`config.mk`:
```
export PLATFORM = sky130hd
export DESIGN_NAME = read_sequencer
export DESIGN_NICKNAME = d
export VERILOG_FILES = /design/src/common/noc_pkg.sv /design/src/common/packet_pkg.sv /design/src/ifmap/read_sequencer.sv
export VERILOG_INCLUDE_DIRS = /design/src /design/src/common
export SDC_FILE = /design/constraint.sdc
export NUM_CORES = 1
export LEC_CHECK = 0
export ABC_AREA = 0
export BUFFER_PORTS_ARGS = -buffer_cell sky130_fd_sc_hd__buf_2
export CAP_MARGIN = 20
export CORE_ASPECT_RATIO = 0.7
export CORE_MARGIN = 3
export CORE_UTILIZATION = 42
export DETAILED_ROUTE_END_ITERATION = 10
export GPL_TIMING_DRIVEN = 0
export MAX_ROUTING_LAYER = met4
export PLACE_DENSITY = 0.91
export RECOVER_POWER = 25
export SLEW_MARGIN = 20
export SYNTH_ARGS = -nofsm -noshare
export SYNTH_HDL_FRONTEND = slang
export SYNTH_SLANG_ARGS = --single-unit
```
`constraint.sdc`:
```
create_clock -name clk -period 3.81 [get_ports clk]
set_input_delay 0.762 -clock clk [delete_from_list [all_inputs] [get_ports clk]]
set_output_delay 0.762 -clock clk [all_outputs]
set_load 0.01 [all_outputs]
```
`src/common/noc_consts.svh`:
```
`ifndef NOC_CONSTS_SVH
`define NOC_CONSTS_SVH

// batch geometry held by the ifmap buffer
`define NOC_LINES       35
`define NOC_LINE_BYTES  256

// pe array seen by the diagonal buses
`define NOC_PE_ROWS     6
`define NOC_PE_COLS     7
`define NOC_LANES       12

// bytes carried by one packet
`define NOC_PKT_BYTES   4

// pointer and complete_count widths
`define NOC_IDX_W       6
`define NOC_CNT_W       5

// layer 2 sweep, one end line per iteration
`define L2_LINE_END_0   10
`define L2_LINE_END_1   17
`define L2_LINE_END_2   24
`define L2_LINE_END_3   30
`define L2_LINE_STEP    7
`define L2_LAST_ELEM    7

// complete_count seen with the conv_complete that frees a layer 2 batch
`define L2_FREE_COUNT   3

// layer 3 sweep, single iteration
`define L3_LINE_END     14
`define L3_LAST_ELEM    3

`endif

```
`src/common/noc_pkg.sv`:
```
`include "noc_consts.svh"

package noc_pkg;

    // active layer, sampled on start
    // null means no batch configured yet
    typedef enum logic [1:0] {
        NULL,
        LAYER2,
        LAYER3
    } layer_e;

    // line pointer, element group pointer or packet index
    typedef logic [`NOC_IDX_W-1:0] ptr_t;

    // number of convolutions the pe array has completed
    typedef logic [`NOC_CNT_W-1:0] count_t;

endpackage

```
`src/common/packet_pkg.sv`:
```
`include "noc_consts.svh"

package packet_pkg;

    typedef logic [7:0] byte_t;

    // one packet as seen on a diagonal bus
    // byte 0 sits in data[0]
    typedef struct packed {
        logic                           valid;
        byte_t [`NOC_PKT_BYTES-1:0]     data;
        noc_pkg::ptr_t                  packet_idx;
    } pe_in_packet_t;

    // one bit per diagonal bus
    typedef logic [`NOC_LANES-1:0] lane_mask_t;

endpackage

```
`src/ifmap/read_sequencer.sv`:
```
`timescale 1ns/1ps
`include "noc_consts.svh"

module read_sequencer (
    input  logic                                    clk,
    input  logic                                    rst_n,
    input  logic                                    start,
    input  logic                                    start_conv,
    input  logic                                    load,
    input  noc_pkg::layer_e                         layer,
    input  logic                                    data_valid,
    input  noc_pkg::count_t                         complete_count,
    input  packet_pkg::byte_t [`NOC_PKT_BYTES-1:0]  rd_word,
    input  logic                                    line_blocked,
    output noc_pkg::ptr_t                           rd_line,
    output noc_pkg::ptr_t                           rd_elem,
    output noc_pkg::ptr_t                           packet_idx,
    output packet_pkg::pe_in_packet_t               packet
);

    import noc_pkg::*;
    import packet_pkg::*;

    logic enable;
    ptr_t line_ptr;
    ptr_t elem_ptr;
    ptr_t line_start;
    ptr_t line_end;
    ptr_t last_elem;
    logic advance;
    logic line_wrap;
    logic sweep_done;

    // sweep bounds for the current layer and iteration
    always_comb begin
        line_start = '0;
        line_end   = '0;
        last_elem  = '0;
        case (layer)
            LAYER2: begin
                last_elem = ptr_t'(`L2_LAST_ELEM);
                case (complete_count)
                    count_t'(1): begin
                        line_start = ptr_t'(`L2_LINE_STEP);
                        line_end   = ptr_t'(`L2_LINE_END_1);
                    end
                    count_t'(2): begin
                        line_start = ptr_t'(2 * `L2_LINE_STEP);
                        line_end   = ptr_t'(`L2_LINE_END_2);
                    end
                    count_t'(3): begin
                        line_start = ptr_t'(3 * `L2_LINE_STEP);
                        line_end   = ptr_t'(`L2_LINE_END_3);
                    end
                    default: begin
                        line_start = '0;
                        line_end   = ptr_t'(`L2_LINE_END_0);
                    end
                endcase
            end
            LAYER3: begin
                line_end  = ptr_t'(`L3_LINE_END);
                last_elem = ptr_t'(`L3_LAST_ELEM);
            end
            default: begin
                line_end = '0;
            end
        endcase
    end

    // load cycle belongs to the buffer, no step there
    assign advance    = enable && !load && !line_blocked;
    assign line_wrap  = (line_ptr == line_end);
    assign sweep_done = advance && line_wrap && (elem_ptr == last_elem);

    always_ff @(posedge clk or negedge rst_n) begin
        if (!rst_n) begin
            enable <= 1'b0;
        end else if (start) begin
            enable <= 1'b0;
        end else if (sweep_done) begin
            enable <= 1'b0;
        end else if (start_conv) begin
            enable <= 1'b1;
        end
    end

    // line pointer is the inner loop
    always_ff @(posedge clk or negedge rst_n) begin
        if (!rst_n) begin
            line_ptr <= '0;
            elem_ptr <= '0;
        end else if (start) begin
            line_ptr <= '0;
            elem_ptr <= '0;
        end else if (load) begin
            line_ptr <= line_start;
            elem_ptr <= '0;
        end else if (advance) begin
            if (line_wrap) begin
                line_ptr <= line_start;
                elem_ptr <= elem_ptr + 1'b1;
            end else begin
                line_ptr <= line_ptr + 1'b1;
            end
        end
    end

    assign rd_line    = line_ptr;
    assign rd_elem    = elem_ptr;
    assign packet_idx = line_ptr - line_start;

    always_comb begin
        packet.valid      = advance && data_valid;
        packet.data       = rd_word;
        packet.packet_idx = packet_idx;
        // last group carries only three real bytes
        if (elem_ptr == last_elem) begin
            packet.data[`NOC_PKT_BYTES-1] = '0;
        end
    end

endmodule

```
# Yosys cells after proc, flatten, opt, wreduce, memory -nomap -nowiden
# Cells that the tools add are included.
# word_totals
regBits	13
in_bits	46
output_inout_bits	57
wordCells	41
# op_classes
addsub	3
n_eq_ne	7
mux	17
n_reduce_logical	11
# ops
op	n
2-to-1 mux 6 bit	9
one-hot mux 5 bit (3 select lines)	2
adder 6 x 1 -> 6 bit, second input constant	2
equality test 6 bit	2
one-hot mux 6 bit (2 select lines)	1
equality test 5 x 2 -> 1 bit, second input constant	2
nonzero test 3 bit	3
2-to-1 mux 8 bit	1
one-hot mux 3 bit (2 select lines)	1
subtractor 6 bit	1
equality test 5 x 1 -> 1 bit, second input constant	1
logical AND 1 bit	5
2-to-1 mux 1 bit	3
equality test 2 x 1 -> 1 bit, second input constant	1
equality test 2 bit, second input constant	1
logical NOT 1 bit	2
AND reduction 2 bit	1

# Depth between registers and ports, before layout
# logic_depth
depth_word	8
ltp_mapped	12
mapped_depth_nobuf	11

# Worst setup path after synthesis
# No wires, ideal clock.
# synth_path
path_kind	input port to output port
start	input layer[1]
end	output packet_idx[5]
arrival_time_ns	2.872
t_required_ns	3.048
slack_ns	0.176
cell_stages	11
path_buffers	1
cell_sequence	inv_1 > ha_1 > nor4b_4 > nand3b_1 > and2_1 > ha_1 > a21oi_1 > o21bai_1 > a21oi_1 > xor2_1 > buf_4
# synth_rtl
item	line_no	rtl
start, declared	read_sequencer.sv:10	input noc_pkg::layer_e layer,
end, declared	read_sequencer.sv:17	output noc_pkg::ptr_t packet_idx,

# Worst setup path after layout
# layout_path
start	input layer[1]
end	output packet_idx[5]
# layout_between
elab_chain_len	3
# layout_lines
item	line_no	rtl
equality test 2 x 1 -> 1 bit	read_sequencer.sv:39	case (layer)
2-to-1 mux 6 bit	read_sequencer.sv:39	
subtractor 6 bit	read_sequencer.sv:111	assign packet_idx = line_ptr - line_start;
# Every way passes these cells.

==> results_dict.tcl <==
set metrics [dict create \
    drt.antenna.violating_nets 0 \
    number_of_drc_markers_after_the_initial_detailed_route_iteration 70 \
    synth.ff_latch_count 13 \
    worst_path_max_delay_cell "nor4b_4" \
    synth_area_per_cell_um2 8.27 \
    synth_mux_area_frac 0.0130 \
    cp_top_family "simple AND/OR/NAND/NOR gates" \
    timing.critical_path.to_type "output pin" \
    dp.final_hpwl_um 3490 \
    worstReg2RegStart "rd_line[4]$_DFFE_PN0P_" \
    die-area_um2 4440 \
    worst-setup-path-type "in -> out" \
    row_count 17 \
    io_buffers 76 \
    die_x_um 78.4 \
    post_route_wl_um 4480 \
    synth-edff-count 0 \
    detailed_route_wire_length_per_cell_um 14.2 \
    clock_latency_ns 0.25 \
    synth.cell_area_um2 1540 \
    crit_path_start_kind "input port" \
    critPathMaxFanout 5 \
    crit_start "layer[1]" \
    result_of_the_run "completed" \
    p_leak_nw 1.09 \
    floorplan.io_pins 103 \
    rr_worst_depth 5 \
    combined_area_of_the_multi_input_logic_cells_um2 965 \
    layout.cells.non_filler 316 \
    numCtsBuffers 3 \
    grt_max_degree 14 \
    slew_viol_final 0 \
    synth_fa_ha_area_frac 0.0862 \
    global_route_wire_length_before_repair_um 6880 \
    yosys.area_share.simple 0.270 \
    detail_route.first_pass.iterations 4 \
    fp.coreArea_um2 3320 \
    final-seq-area_um2 325 \
    antenna_found_initial 0 \
    ctsRootBufferMaster "clkbuf_8" \
    crit_path_cell_trace "buf_2 -> inv_1 -> ha_4 -> nor4b_4 -> nand3b_1 -> and2_1 -> ha_4 -> a21oi_2 -> o21bai_1 -> a21oi_2 -> xor2_1 -> buf_4 -> buf_2" \
    synth.net_count 242 \
    min-delay-path-class "in -> async" \
    start_util 0.464 \
    post_route_cells_drive_above_1_share 0.454 \
    htree_num_levels 1 \
    synth_flop_cell "dfrtp_1" \
    cp_num_buf_inv 4 \
    timing.max_cap.violations 0 \
    asyncSetResetFlopFracSynth 1.00 \
    path_clk_slew_ns 0.06 \
    timing.hold.ws_ns 0.536 \
    grt_setup_unrepaired "false" \
    clock_sinks 13 \
    flow.area_growth_from_synthesis_pct 34.6 \
    timing.final.setup_violations 0 \
    global_route.usage.total 0.194 \
    numPlacedInstances 309 \
    regToRegSetupSlack_ns 1.52 \
    crit_path_max_incr_delay_ns 0.28 \
    powerDensity_nw_per_um2 214 \
    post_synth_num_cell_types 54 \
    critical_path.reg2reg.endpoint "rd_elem[4]$_DFFE_PN0P_" \
    min_period_over_period 0.953 \
    yosysSeqAreaShare 0.211 \
    finalNetCount 326 \
    syn-instance-count 186 \
    cts_tree "built" \
    sequential_fraction_of_design_power 0.328 \
    ir_worst_vdd_mv 0.141 \
    post_route_cell_area_um2 2070 \
    grt_remaining_overflow 0 \
    yosys_warnings 0 \
    tightest_slew_ns 0.703 \
    highest_layer "met4" \
    main_combinational_cell_family_by_area_after_synthesis "simple AND/OR/NAND/NOR gates" \
    met3RoutedLength_um 351 \
    combinationalPowerShare 0.389 \
    critical_path.endpoint "packet_idx[5]" \
    worstPathArrival_ns 2.87 \
    wl_met2_um 2150 \
    post-route-drc-count 0 \
    clkPwrFrac 0.283 \
    p_switching_mw 0.149 \
    nFillCells 301 \
    antenna_cells_inserted 0 \
    dpl-instance-area_um2 1980 \
    dr_total_vias 1644 \
    timing.setup.tns_ns 0 \
    internal-power_mw 0.295 \
    worst_clock_skew_ns 0.00288 \
    power.switching_fraction 0.335 \
    period_needed_ns 3.63 \
    first_global_vias 1555 \
    per_cell_via_count_in_the_routed_design 5.20 \
    worst_slew_margin_rel 0.531 \
    critical_path_required_ns 3.05 \
    cts-root-to-sink-buffers 2 \
    finalHoldViolCount 0 \
    dieHeight_um 56.6 \
    wl_met1_um 1900 \
    worstSetupPathDepth 13 \
    max_freq_mhz 276 \
    xor_xnor_share_of_the_synthesized_area 0.0398 \
    weighted_congestion_reported_at_the_end_of_routability_driven_placement 0.911 \
    synth-compound-area-share 0.195 \
]
[registers in the layout (all words and copies together), names as in the netlist]
signal	flops
rd_line	6
rd_elem	6
enable	1
[metrics by stage]
stage          power (mW)   util  setup slack [ns]
2_1_floorplan       0.256      -             0.176
3_3_place_gp        0.312  0.596            -0.155
3_5_place_dp        0.317  0.596            -0.195
4_1_cts             0.441  0.613           0.00374
5_1_grt             0.467  0.624           0.00852
6_report            0.444  0.624             0.181
[routing by layer]
metal | global-route usage | vias to the layer above
met5 | - | -
li1 | - | 809
met3 | 0.0208 | 11
met2 | 0.318 | 84
met1 | 0.255 | 740
met4 | 0.0524 | 0
[cells in the mapped netlist, types with 2 or more instances]
master | n | area [um^2]
inv_1 | 12 | 45.0
dfrtp_1 | 13 | 325
and3_1 | 3 | 18.8
and2_1 | 13 | 81.3
a21oi_1 | 6 | 30.0
or3_1 | 4 | 25.0
mux2i_1 | 2 | 20.0
nor2_1 | 11 | 41.3
xor2_1 | 4 | 35.0
xnor2_1 | 3 | 26.3
o21ai_0 | 2 | 10.0
ha_1 | 9 | 113
nor3_1 | 5 | 25.0
a211o_1 | 3 | 26.3
or3_2 | 2 | 15.0
nand2_1 | 11 | 41.3
buf_4 | 30 | 225
o211ai_1 | 4 | 30.0
a21o_1 | 2 | 15.0
nand3_1 | 9 | 45.0
buf_2 | 2 | 10.0
o31ai_1 | 4 | 30.0
[cells by family (layout without fill, tap and decap cells)]
family / count (synthesis) / in the layout
adders and majority gates: 10 / 10
DFF: 13 / 13
buffers and inverters: 45 / 128
AOI/OAI and AO/OA: 37 / 37
xor gates and xnor gates: 7 / 7
muxes: 2 / 2
and+or+nand+nor: 72 / 72
[cells in the final DEF, fill, tap and decap left out, types with 4 or more instances in the layout]
| master | count |
|---|---|
| buf_2 | 70 |
| and2_1 | 13 |
| clkbuf_1 | 9 |
| xor2_1 | 4 |
| o31ai_1 | 4 |
| o211ai_1 | 4 |
| nand2_1 | 10 |
| nand3_1 | 9 |
| a21oi_1 | 4 |
| buf_4 | 33 |
| inv_1 | 12 |
| dfrtp_1 | 13 |
| ha_1 | 7 |
| nor3_1 | 5 |
| nor2_1 | 11 |
| or3_1 | 4 |
[area by class of cell]
type                    count  share of cell area
well taps                  47              0.0284
plain buffers              33               0.115
clock inverters             1             0.00242
clock buffers               3              0.0199
flip-flops and latches     13               0.157
repair buffers             79               0.190
inverters                  12              0.0217
multi-input cells         128               0.466
[power by group through the flow]
| stage | Clock, mW | Sequential, mW | Combinational, mW |
|---|---|---|---|
| 2_1_floorplan | 0 | 0.147 | 0.108 |
| 3_3_place_gp | 0 | 0.148 | 0.164 |
| 3_5_place_dp | 0 | 0.148 | 0.169 |
| 4_1_cts | 0.126 | 0.145 | 0.170 |
| 5_1_grt | 0.133 | 0.146 | 0.188 |
| 6_report | 0.126 | 0.146 | 0.173 |
[worst min-delay path by stage]
stage | start | endpoint | cells past startpoint | slack, ns
3_3_place_gp | rd_elem[5]$_DFFE_PN0P_ | rd_elem[5]$_DFFE_PN0P_ | 2 | 0.56
5_1_grt | enable$_DFFE_PN0P_ | enable$_DFFE_PN0P_ | 1 | 0.60
4_1_cts | rst_n | rd_elem[3]$_DFFE_PN0P_ | 1 | 0.40
3_5_place_dp | rd_elem[5]$_DFFE_PN0P_ | rd_elem[5]$_DFFE_PN0P_ | 2 | 0.57
6_report | rst_n | rd_elem[3]$_DFFE_PN0P_ | 1 | 0.54
2_1_floorplan | rst_n | enable$_DFFE_PN0P_ | 0 | 0.47
[worst register-to-register path: stages (launching register included)]
cell	delay, ns
dfrtp_1	0.48
or3_2	0.50
a32oi_2	0.30
o2111ai_2	0.25
or4_1	0.52
a21oi_1	0.17
[timing repair]
action                     CTS  global route
resized for setup            1             5
setup endpoints to repair    2             2
hold endpoints to repair     0             0
buffers inserted             1             2
pin swaps                    0             3
hold buffers                 0             0
No activity file was read; power rests on OpenSTA's default activity.
