## src/common/noc_consts.svh

```systemverilog
`ifndef NOC_CONSTS_SVH
`define NOC_CONSTS_SVH

// batch geometry held by the ifmap buffer
`define NOC_LINES       35
`define NOC_LINE_BYTES  256

// pe array seen by the diagonal buses
`define NOC_PE_ROWS     6
`define NOC_PE_COLS     7
`define NOC_LANES       12

// bytes carried by one packet
`define NOC_PKT_BYTES   4

// pointer and complete_count widths
`define NOC_IDX_W       6
`define NOC_CNT_W       5

// layer 2 sweep, one end line per iteration
`define L2_LINE_END_0   10
`define L2_LINE_END_1   17
`define L2_LINE_END_2   24
`define L2_LINE_END_3   30
`define L2_LINE_STEP    7
`define L2_LAST_ELEM    7

// complete_count seen with the conv_complete that frees a layer 2 batch
`define L2_FREE_COUNT   3

// layer 3 sweep, single iteration
`define L3_LINE_END     14
`define L3_LAST_ELEM    3

`endif

```

## src/common/noc_pkg.sv

```systemverilog
`include "noc_consts.svh"

package noc_pkg;

    // active layer, sampled on start
    // null means no batch configured yet
    typedef enum logic [1:0] {
        NULL,
        LAYER2,
        LAYER3
    } layer_e;

    // line pointer, element group pointer or packet index
    typedef logic [`NOC_IDX_W-1:0] ptr_t;

    // number of convolutions the pe array has completed
    typedef logic [`NOC_CNT_W-1:0] count_t;

endpackage

```

## src/common/packet_pkg.sv

```systemverilog
`include "noc_consts.svh"

package packet_pkg;

    typedef logic [7:0] byte_t;

    // one packet as seen on a diagonal bus
    // byte 0 sits in data[0]
    typedef struct packed {
        logic                           valid;
        byte_t [`NOC_PKT_BYTES-1:0]     data;
        noc_pkg::ptr_t                  packet_idx;
    } pe_in_packet_t;

    // one bit per diagonal bus
    typedef logic [`NOC_LANES-1:0] lane_mask_t;

endpackage

```

## src/diagbus/diagonal_router.sv

```systemverilog
`timescale 1ns/1ps
`include "noc_consts.svh"

module diagonal_router (
    input  noc_pkg::layer_e                                 layer,
    input  noc_pkg::count_t                                 complete_count,
    input  noc_pkg::ptr_t                                   packet_idx,
    input  packet_pkg::pe_in_packet_t                       packet,
    input  logic [`NOC_PE_ROWS-1:0][`NOC_PE_COLS-1:0]       pe_full,
    output logic                                            line_blocked,
    output packet_pkg::pe_in_packet_t [`NOC_LANES-1:0]      diag_bus
);

    import noc_pkg::*;
    import packet_pkg::*;

    // layer 3 lower rows reach line r+c+4, at most 15
    localparam int LINE_SLOTS = 16;

    logic [LINE_SLOTS-1:0] l2_full;
    logic [LINE_SLOTS-1:0] l3_full;
    logic l2_last_iter;
    logic idx_in_range;
    lane_mask_t lane_mask;

    // column 6 holds no work in the last layer 2 iteration
    assign l2_last_iter = (complete_count == count_t'(`L2_FREE_COUNT));

    // fold pe_full onto the line each pe consumes
    always_comb begin
        l2_full = '0;
        l3_full = '0;
        for (int r = 0; r < `NOC_PE_ROWS; r++) begin
            for (int c = 0; c < `NOC_PE_COLS; c++) begin
                // row 5 idle in layer 2
                if (r <= 4 && !(l2_last_iter && c == `NOC_PE_COLS - 1)) begin
                    l2_full[r+c] = l2_full[r+c] | pe_full[r][c];
                end
                if (r < 3) begin
                    l3_full[r+c] = l3_full[r+c] | pe_full[r][c];
                end else begin
                    l3_full[r+c+4] = l3_full[r+c+4] | pe_full[r][c];
                end
            end
        end
    end

    assign idx_in_range = (packet_idx < ptr_t'(LINE_SLOTS));

    always_comb begin
        case (layer)
            LAYER2:  line_blocked = idx_in_range && l2_full[packet_idx[3:0]];
            LAYER3:  line_blocked = idx_in_range && l3_full[packet_idx[3:0]];
            default: line_blocked = 1'b0;
        endcase
    end

    // lane pattern
    // layer 3 lines 7 and 8 feed both pe halves, so two lanes each
    always_comb begin
        lane_mask = '0;
        case (layer)
            LAYER2: begin
                lane_mask = lane_mask_t'(1) << packet_idx;
            end
            LAYER3: begin
                if (packet_idx <= ptr_t'(6)) begin
                    lane_mask = lane_mask_t'(1) << packet_idx;
                end else if (packet_idx <= ptr_t'(8)) begin
                    lane_mask = (lane_mask_t'(1) << packet_idx) |
                                (lane_mask_t'(1) << (packet_idx - ptr_t'(4)));
                end else if (packet_idx <= ptr_t'(`L3_LINE_END)) begin
                    lane_mask = lane_mask_t'(1) << (packet_idx - ptr_t'(4));
                end
            end
            default: begin
                lane_mask = '0;
            end
        endcase
    end

    always_comb begin
        for (int i = 0; i < `NOC_LANES; i++) begin
            if (packet.valid && lane_mask[i]) begin
                diag_bus[i] = packet;
            end else begin
                diag_bus[i] = '0;
            end
        end
    end

endmodule

```

## config.mk

```make
export PLATFORM = sky130hd
export DESIGN_NAME = diagonal_router
export DESIGN_NICKNAME = d
export VERILOG_FILES = /design/src/common/noc_pkg.sv /design/src/common/packet_pkg.sv /design/src/diagbus/diagonal_router.sv
export VERILOG_INCLUDE_DIRS = /design/src /design/src/common
export SDC_FILE = /design/constraint.sdc
export NUM_CORES = 1
export LEC_CHECK = 0
export BUFFER_PORTS_ARGS = -buffer_cell sky130_fd_sc_hd__buf_2
export CAP_MARGIN = 20
export CORE_AREA = 2 2 219 221
export DETAILED_ROUTE_END_ITERATION = 6
export DIE_AREA = 0 0 221 223
export GPL_TIMING_DRIVEN = 0
export PLACE_DENSITY = 0.3
export SYNTH_ARGS = -nofsm -noshare
export SYNTH_HDL_FRONTEND = slang
export SYNTH_SLANG_ARGS = --single-unit
```

## constraint.sdc

```tcl
create_clock -name vclk -period 2.45
set_clock_uncertainty 0.1 [all_clocks]
set_input_delay 0.245 -clock vclk [all_inputs]
set_output_delay 0.245 -clock vclk [all_outputs]
set_load 0.005 [all_outputs]
```

==> After elaboration in Yosys (flattened, before gate mapping) <==
Index checks and enable logic that the tools add are counted.
W data, S select, Z words.
{ "op_classes": {"n_shift": 2, "n_reduce_logical": 14, "add_sub_neg": 1, "muxes": 26, "n_eq_ne": 3, "n_lt_le_gt_ge": 5, "bitwise_logic": 42} }
{ "ops": {"columns": ["op", "count"], "rows": [
  ["$mux W39", 12],
  ["$or A1 B1 Y1", 41],
  ["$mux W12", 3],
  ["$pmux W12 S2", 1],
  ["$shl A1 B6 Y12 const A", 2],
  ["$logic_and A1 B1 Y1", 14],
  ["$le A6 B4 Y1 const B", 2],
  ["$or A12 B12 Y12", 1],
  ["$bmux W1 S4", 2],
  ["$mux W1", 7],
  ["$le A6 B3 Y1 const B", 1],
  ["$lt A6 B5 Y1 const B", 1],
  ["$sub A6 B3 Y6 const B", 1],
  ["$eq A5 B2 Y1 const B", 1],
  ["$lt A4 B5 Y1 const B", 1],
  ["$eq A2 B1 Y1 const B", 1],
  ["$eq A2 B2 Y1 const B", 1],
  ["$pmux W1 S2", 1]
]} }
{ "word_totals": {"wordCells": 93, "regBits": 0} }

==> Logic depth before layout (Yosys ltp) <==
Gate-level depths: netlist (run 1).
{ "logic_depth": {"word_depth": 10, "mapped_depth": 10} }

==> Worst setup path after synthesis (run 1) <==
Ideal clock, no wire load.
{ "synth_path": {"kind": "in2out", "start": "input packet_idx[3]", "end": "output diag_bus[447] (netlist name)", "path_slack_ns": 0.058, "n_path_buf": 3, "t_arrival_ns": 2.047, "cell_stages": 10, "required_ns": 2.105, "cell_sequence": "buf_2 inv_1 ha_1 and3_1 a2111oi_4 nor4_2 a21oi_2 buf_2 buf_4 nor2_1"} }
{ "synth_lines": {"columns": ["item", "line", "text"], "rows": [
  ["from (decl)", "diagonal_router.sv:7", "input noc_pkg::ptr_t packet_idx,"],
  ["to (decl)", "diagonal_router.sv:11", "output packet_pkg::pe_in_packet_t [`NOC_LANES-1:0] diag_bus"]
]} }

==> results of run 1 <==
path summary, 6_finish.rpt:
| check | start | endpoint | slack [ns] |
|---|---|---|---|
| worst max-delay path | packet_idx[3] | diag_bus[143] | -0.21 |
| worst min-delay path | packet[16] | diag_bus[367] | 0.78 |
synth_stat cells (4+ instances only):
library cell | number | area [um2]
nor4_1 | 5 | 31.28
nor2_1 | 469 | 1760
buf_2 | 36 | 180.2
a21oi_1 | 5 | 25.02
o21ai_1 | 4 | 20.02
buf_4 | 19 | 142.6
or4b_2 | 4 | 40.04
inv_1 | 7 | 26.28
clkbuf_1 | 20 | 75.07
nand3_1 | 80 | 400.4
nor3_1 | 13 | 65.06
nor2b_1 | 5 | 31.28
ha_1 | 5 | 62.56
nand2_1 | 47 | 176.4
area by class of cell:
| type | count | area, um2 |
|---|---|---|
| diodes | 1 | 2.502 |
| plain buffers | 72 | 889.6 |
| fillers | 5630 | 38940 |
| inverters | 7 | 33.78 |
| multi-input cells | 680 | 3282 |
| well taps | 615 | 769.5 |
| repair buffers | 595 | 3228 |
cells by family after synthesis:
| kind of cell | after synthesis | share of synthesized area (%) |
|---|---|---|
| simple gates | 643 | 78.13 |
| buf+inv | 82 | 12.42 |
| fa+ha+maj | 5 | 1.832 |
| compound gates | 32 | 7.620 |
cells in the final DEF (no fill, tap or decap), types with 6 or more instances in the layout:
cell type,n
buf_6,32
buf_4,13
clkbuf_2,10
nand3_1,77
nor3_1,10
buf_12,22
buf_8,14
inv_1,6
nor2_1,430
nor2_4,6
nand2_1,47
nor2_2,34
buf_2,565
routing by layer:
layer	GRT usage, %	wire length, um
met2	25.38	19020
met4	0.8660	249
met3	1.844	2230
met1	18.92	16830
met5	0	0
power breakdown:
part / leakage, nW / switching [mW] / internal (mW)
sequential: 0 / 0 / 0
combinational: 4.32 / 0.411 / 0.203
clock: 0.00000936 / 0 / 0.00000000288
stage by stage:
stage / power [mW] / setup TNS (ns) / util (%) / std cells
after global placement: 0.5207 / -466.81 / 14.85 / 1940
after global routing: 0.6671 / -100.02 / 17.40 / 1969
final: 0.6148 / -49.06 / 17.40 / 1970
after floorplan: 0.2369 / 0 / - / 762
after CTS: 0.5976 / -61.86 / 16.62 / 1962
after detailed placement: 0.5252 / -467.00 / 14.85 / 1940
repair_timing:
action | 4_1_cts | 5_1_grt
pin swaps | 11 | 8
gates resized for setup | 168 | 86
endpoints found under the setup margin | 469 | 469
cloned | 1 | 0
setup buffers | 24 | 9
==> flow_summary_export.csv, run 1 <==
group,metric,value,unit
status,outcome,"complete, but fails checks",
status,failed_checks,"negative setup slack",
cells_and_area,seq_cell_count,0,
worst_setup_path,cp.required,2.11,ns
global_route,track_usage,14.20,%
sta,slew_headroom,36.77,%
global_route,antenna_found_initial,0,
die,die_width,221,um
worst_setup_path,crit_slowest_cell,"o41ai_4",
power_and_ir_drop,powerDensity,74.92,mW/mm2
power_and_ir_drop,ir_worst_vdd,0.00003448,V
logic_synthesis,ys_warn_count,0,
detailed_routing,final_antenna_net_count,0,
sta,holdWs,0.7845,ns
cells_and_area,seq_area,0,um2
sta,worst_slack,-0.2147,ns
cells_and_area,final_area,0.008205,mm2
die,core_area,0.04715,mm2
worst_setup_path,critPathKind,"primary input to primary output",
min_path,min_path_cells,4,
worst_setup_path,cp-end-kind,"primary output",
die,die-area,0.04928,mm2
sta,worst_slew_pin_slew,0.9353,ns
worst_setup_path,cp_num_buf_inv,8,
global_route,grt_overflow_total,0,
detailed_routing,route.detailed.drc,0,
detailed_routing,drtIter0Drc,392,
die,initial_core_util,7.245,%
sta,grt_setup_unrepaired,"true",
cells_and_area,clkbuf_count,0,
cells_and_area,nNetsFinal,1455,
logic_synthesis,netlist_instances,762,
min_path,hold_class,"primary input to primary output",
logic_synthesis,netlist_area,0.003416,mm2
detailed_routing,wl_per_cell,19.46,um
global_route,grt_pass1_vias,7166,
run,drv_cap,0,
worst_setup_path,critPathTopFamily,"buffers and inverters",
cells_and_area,syn_to_final_growth,140.2,%
die,pin_count,563,
logic_synthesis,synth_cell_type_count,43,
logic_synthesis,seq_area_frac_synth,0,%
die,die_y,223,um
sta,min_period,2.665,ns
sta,finalHoldViolCount,0,
sta,clock.fmax,375.3,MHz
worst_setup_path,start_kind,"primary input",
logic_synthesis,syn-num-nets,861,
placed_design,gp_congestion,0.8249,
sta,maxSlewViolCount,0,
cells_and_area,drive_gt1_share,54.36,%
detailed_routing,firstDrtPassIters,5,
placed_design,place_hpwl,32.16,mm
logic_synthesis,syn_avg_cell_area,4.483,um2
worst_setup_path,cpPeakStageDelay,0.35,ns
placed_design,place_area,0.007003,mm2
worst_setup_path,critPathArrivalTime,2.32,ns
worst_setup_path,cpMostUsedCell,"buf_4",
placed_design,port_buffers,563,
global_route,grt_pass1_wl,52.41,mm
global_route,grt_max_degree,11,
detailed_routing,totalWireLength,38.33,mm
sta,period_share,108.8,%
placed_design,pre_cts_ws,-1.438,ns
worst_setup_path,crit_fanout,10,
sta,setup_violations,416,
worst_setup_path,cp.depth,14,
die,std_cell_rows,80,
worst_setup_path,crit_chain,"buf_4, buf_12, inv_8, ha_4, and3_4, a2111oi_4, buf_4, o41ai_4, buf_4, o21ai_4, buf_12, buf_6, nor2_4, buf_2",
power_and_ir_drop,power_leakage,4.318,nW
detailed_routing,vias,7675,
detailed_routing,viasPerCell,3.896,
clock_tree,cts_hold_buf,0,
(Power assumes the default switching activity.)
==> inputs of run 2 (changes only) <==
==> constraint.sdc (replaced) <==
create_clock -name vclk -period 2.45
set_clock_uncertainty 0.1 [all_clocks]
set_input_delay 0.6125 -clock vclk [all_inputs]
set_output_delay 0.6125 -clock vclk [all_outputs]
set_load 0.005 [all_outputs]
==> flow_summary_export.csv, run 2 (synthesis gave the netlist of run 1 again) <==
group,metric,value,unit
status,outcome,"complete, but fails checks",
status,failed_checks,"negative setup slack",
die,die_width,221,um
worst_setup_path,cp-end-kind,"primary output",
cells_and_area,fill_cells,5330,
power_and_ir_drop,power_leakage,5.079,nW
detailed_routing,firstDrtPassIters,5,
cells_and_area,final_cells,2033,
detailed_routing,totalWireLength,43.94,mm
sta,slew_headroom,44.33,%
die,die_y,223,um
placed_design,port_buffers,563,
detailed_routing,viasPerCell,3.970,
cells_and_area,mostFrequentLayoutCells,"buf_2 (525), nor2_1 (224), nor2_4 (124), nor2_2 (122), nand3_1 (68)",
sta,worst_slack,-0.9144,ns
worst_setup_path,start_kind,"primary input",
detailed_routing,wl_per_cell,21.61,um
worst_setup_path,critPathKind,"primary input to primary output",
global_route,track_usage,15.82,%
sta,worst_slew_pin_slew,0.8234,ns
cells_and_area,seq_cell_count,0,
power_and_ir_drop,powerDensity,74.07,mW/mm2
placed_design,place_area,0.007482,mm2
detailed_routing,drtIter0Drc,372,
cells_and_area,final_area,0.01103,mm2
die,initial_core_util,7.245,%
sta,finalHoldViolCount,0,
worst_setup_path,cp.required,1.74,ns
worst_setup_path,critPathArrivalTime,2.65,ns
min_path,hold_class,"primary input to primary output",
die,core_area,0.04715,mm2
detailed_routing,final_antenna_net_count,0,
detailed_routing,route.detailed.drc,0,
cells_and_area,layout_commonest_cell,"buf_2",
die,pin_count,563,
global_route,grt_pass1_wl,57.43,mm
cells_and_area,drive_gt1_share,72.27,%
die,std_cell_rows,80,
sta,clock.fmax,297.2,MHz
sta,grt_setup_unrepaired,"true",
cells_and_area,nNetsFinal,1518,
detailed_routing,vias,8071,
cells_and_area,fin_util,23.40,%
min_path,min_path_cells,4,
cells_and_area,multi_input_area,0.004516,mm2
sta,maxSlewViolCount,0,
placed_design,pre_cts_ws,-1.965,ns
placed_design,place_hpwl,33.50,mm
run,drv_cap,0,
clock_tree,cts_hold_buf,0,
power_and_ir_drop,ir_worst_vdd,0.00004627,V
placed_design,placedCellCount,1940,
die,die-area,0.04928,mm2
sta,min_period,3.364,ns
global_route,grt_overflow_total,0,
cells_and_area,clkbuf_count,0,
worst_setup_path,crit_fanout,5,
global_route,grt_pass1_vias,7827,
global_route,grt_max_degree,11,
global_route,antenna_found_initial,1,
cells_and_area,seq_area,0,um2
placed_design,gp_congestion,0.8251,
sta,period_share,137.3,%
cells_and_area,syn_to_final_growth,223.0,%
sta,setup_violations,469,
-- run 2: final timing paths --
kind	startpoint	endpoint
hold / removal	packet[5]	diag_bus[356]
setup / recovery	packet_idx[3]	diag_bus[223]
-- run 2: routing by layer --
metal	vias to the layer above	GRT usage [%]	share of wire, %
met5	-	0	0
met4	0	2.685	1.9
met3	38	1.567	3.8
met2	348	29.09	51
met1	3929	20.10	43
li1	3756	-	-
-- run 2: timing repair --
action,4_1_cts,5_1_grt
resized for setup,382,222
endpoints found under the setup margin,469,469
pin swaps,37,21
buffers inserted,63,17
cloned,16,11
-- run 2: area by class of cell --
| type | count | share of cell area, % |
|---|---|---|
| inverter | 7 | 0.4083 |
| buffer | 69 | 9.312 |
| multi-input combinational | 680 | 40.93 |
| tap | 615 | 6.975 |
| antenna | 1 | 0.02268 |
| timing repair buffer | 661 | 42.35 |
-- run 2: where the power goes --
group	internal, mW	switching (mW)	total (mW)
clock	0.0000000545	0	0.0000000546
sequential	0	0	0
combinational	0.298	0.519	0.817
total	0.298	0.519	0.817
-- run 2: metrics by stage --
stage                     hold WS [ns]  setup TNS (ns)  power [mW]
after floorplan                  1.244         -120.42      0.2750
after detailed placement         1.516         -689.48      0.5740
after global placement           1.518         -685.86      0.5731
after CTS                        1.517         -365.78      0.7693
final                            1.516         -368.12      0.8171
after global routing             1.537         -401.78      0.8696
-- run 2: worst max-delay path, cell delays in order --
cell and delay, ns:
buf_8 0.10, buf_12 0.12, clkinv_8 0.04, ha_4 0.14
and3_4 0.20, a2111oi_4 0.04, buf_6 0.14, nor4_4 0.25
buf_6 0.16, nor2_4 0.04, buf_12 0.16, buf_12 0.12
buf_8 0.12, buf_12 0.13, nor2_4 0.12, buf_2 0.14
==> inputs of run 3 (changes only) <==
--- a/config.mk
+++ b/config.mk
@@ -12,7 +12,6 @@
 export DETAILED_ROUTE_END_ITERATION = 6
 export DIE_AREA = 0 0 221 223
 export GPL_TIMING_DRIVEN = 0
-export PLACE_DENSITY = 0.3
 export SYNTH_ARGS = -nofsm -noshare
 export SYNTH_HDL_FRONTEND = slang
 export SYNTH_SLANG_ARGS = --single-unit
==> flow_summary_export.csv, run 3 (synthesis gave the netlist of run 1 again) <==
group,metric,value,unit
clock_tree,cts_hold_buf,0,
min_path,hold_class,"primary input to primary output",
cells_and_area,nNetsFinal,1478,
cells_and_area,multi_input_area,0.003944,mm2
sta,maxSlewViolCount,0,
sta,setup_violations,469,
detailed_routing,viasPerCell,4.034,
sta,grt_setup_unrepaired,"true",
die,die_width,221,um
placed_design,pre_cts_ws,-2.257,ns
placed_design,gp_congestion,0.9227,
die,core_area,0.04715,mm2
worst_setup_path,crit_fanout,8,
sta,worst_slack,-0.9251,ns
detailed_routing,drtIter0Drc,554,
die,die-area,0.04928,mm2
sta,min_period,3.375,ns
power_and_ir_drop,ir_worst_vdd,0.00006033,V
sta,holdWs,1.528,ns
cells_and_area,layout_commonest_cell,"buf_2",
power_and_ir_drop,power,736.3,uW
worst_setup_path,critPathArrivalTime,2.66,ns
cells_and_area,diodes,0,
die,die_y,223,um
sta,slew_headroom,60.56,%
cells_and_area,drive_gt1_share,64.56,%
worst_setup_path,start_kind,"primary input",
die,initial_core_util,7.245,%
global_route,antenna_found_initial,0,
cells_and_area,syn_to_final_growth,180.1,%
global_route,grt_overflow_total,0,
detailed_routing,final_antenna_net_count,0,
global_route,track_usage,14.40,%
power_and_ir_drop,power_leakage,4.692,nW
placed_design,port_buffers,563,
detailed_routing,firstDrtPassIters,5,
cells_and_area,clkbuf_count,0,
worst_setup_path,cp-end-kind,"primary output",
global_route,grt_max_degree,11,
sta,period_share,137.8,%
cells_and_area,final_area,0.009568,mm2
sta,worst_slew_pin_slew,0.5904,ns
placed_design,place_hpwl,32.89,mm
run,drv_cap,0,
cells_and_area,fill_cells,5405,
detailed_routing,vias,8035,
detailed_routing,route.detailed.drc,0,
die,std_cell_rows,80,
cells_and_area,mostFrequentLayoutCells,"buf_2 (554), nor2_1 (310), nor2_2 (93), nand3_1 (74), nor2_4 (67)",
status,failed_checks,"negative setup slack",
worst_setup_path,critPathKind,"primary input to primary output",
worst_setup_path,cp.required,1.74,ns
cells_and_area,seq_cell_count,0,
sta,clock.fmax,296.3,MHz
cells_and_area,seq_area,0,um2
detailed_routing,totalWireLength,41.32,mm
die,pin_count,563,
placed_design,place_area,0.007497,mm2
detailed_routing,wl_per_cell,20.74,um
sta,finalHoldViolCount,0,
global_route,grt_pass1_wl,51.85,mm
status,outcome,"complete, but fails checks",
global_route,grt_pass1_vias,6947,
power_and_ir_drop,powerDensity,76.95,mW/mm2
## run 3: where the power goes
part / internal, mW / leakage [nW] / switching [mW] / total [mW]
sequential: 0 / 0 / 0 / 0
clock: 0 / 0 / 0 / 0
combinational: 0.244 / 4.69 / 0.492 / 0.736
## run 3: area by class of cell
type / instances / share of cell area, %
buffer: 73 / 11.02
multi-input combinational: 680 / 41.22
tap: 615 / 8.042
timing repair buffer: 617 / 39.28
inverter: 7 / 0.4315
## run 3: worst max-delay path: stages
cell and delay [ns]:
buf_8 0.10, buf_12 0.12, clkinv_8 0.05, ha_4 0.14
nand2_2 0.06, a2111oi_4 0.38, buf_4 0.20, nor4_4 0.05
buf_6 0.15, o21ai_4 0.23, buf_12 0.19, clkbuf_16 0.16
nor2_1 0.04, buf_2 0.14
## run 3: per-layer routing
metal  share of wire, %  GRT usage (%)  wire length (um)  up-vias
li1                   -              -                 -     3675
met2                 48          24.82             19650      550
met3                6.1          1.357              2529       78
met4                3.7          4.958              1524        0
met1                 43          18.72             17620     3732
met5                  0              0                 0        -
## run 3: timing repair
action                     in CTS  in global routing
cloned                          1                 14
setup endpoints to repair     469                469
buffers inserted               20                 23
gates resized for setup       171                164
pin swaps                      15                 11
## run 3: path summary, 6_finish.rpt
path | from | endpoint | depth (start not counted)
worst min-delay path | packet[1] | diag_bus[118] | 4
worst max-delay path | packet_idx[3] | diag_bus[269] | 14
## run 3: metrics by stage
step	cells	TNS (ns)	utilization, %
finish	1992	-391.59	20.29
global route	1992	-423.74	20.29
CTS	1958	-371.59	17.82
detailed placement	1941	-761.58	15.90
global placement	1940	-753.88	15.87
floorplan	762	-120.42	-
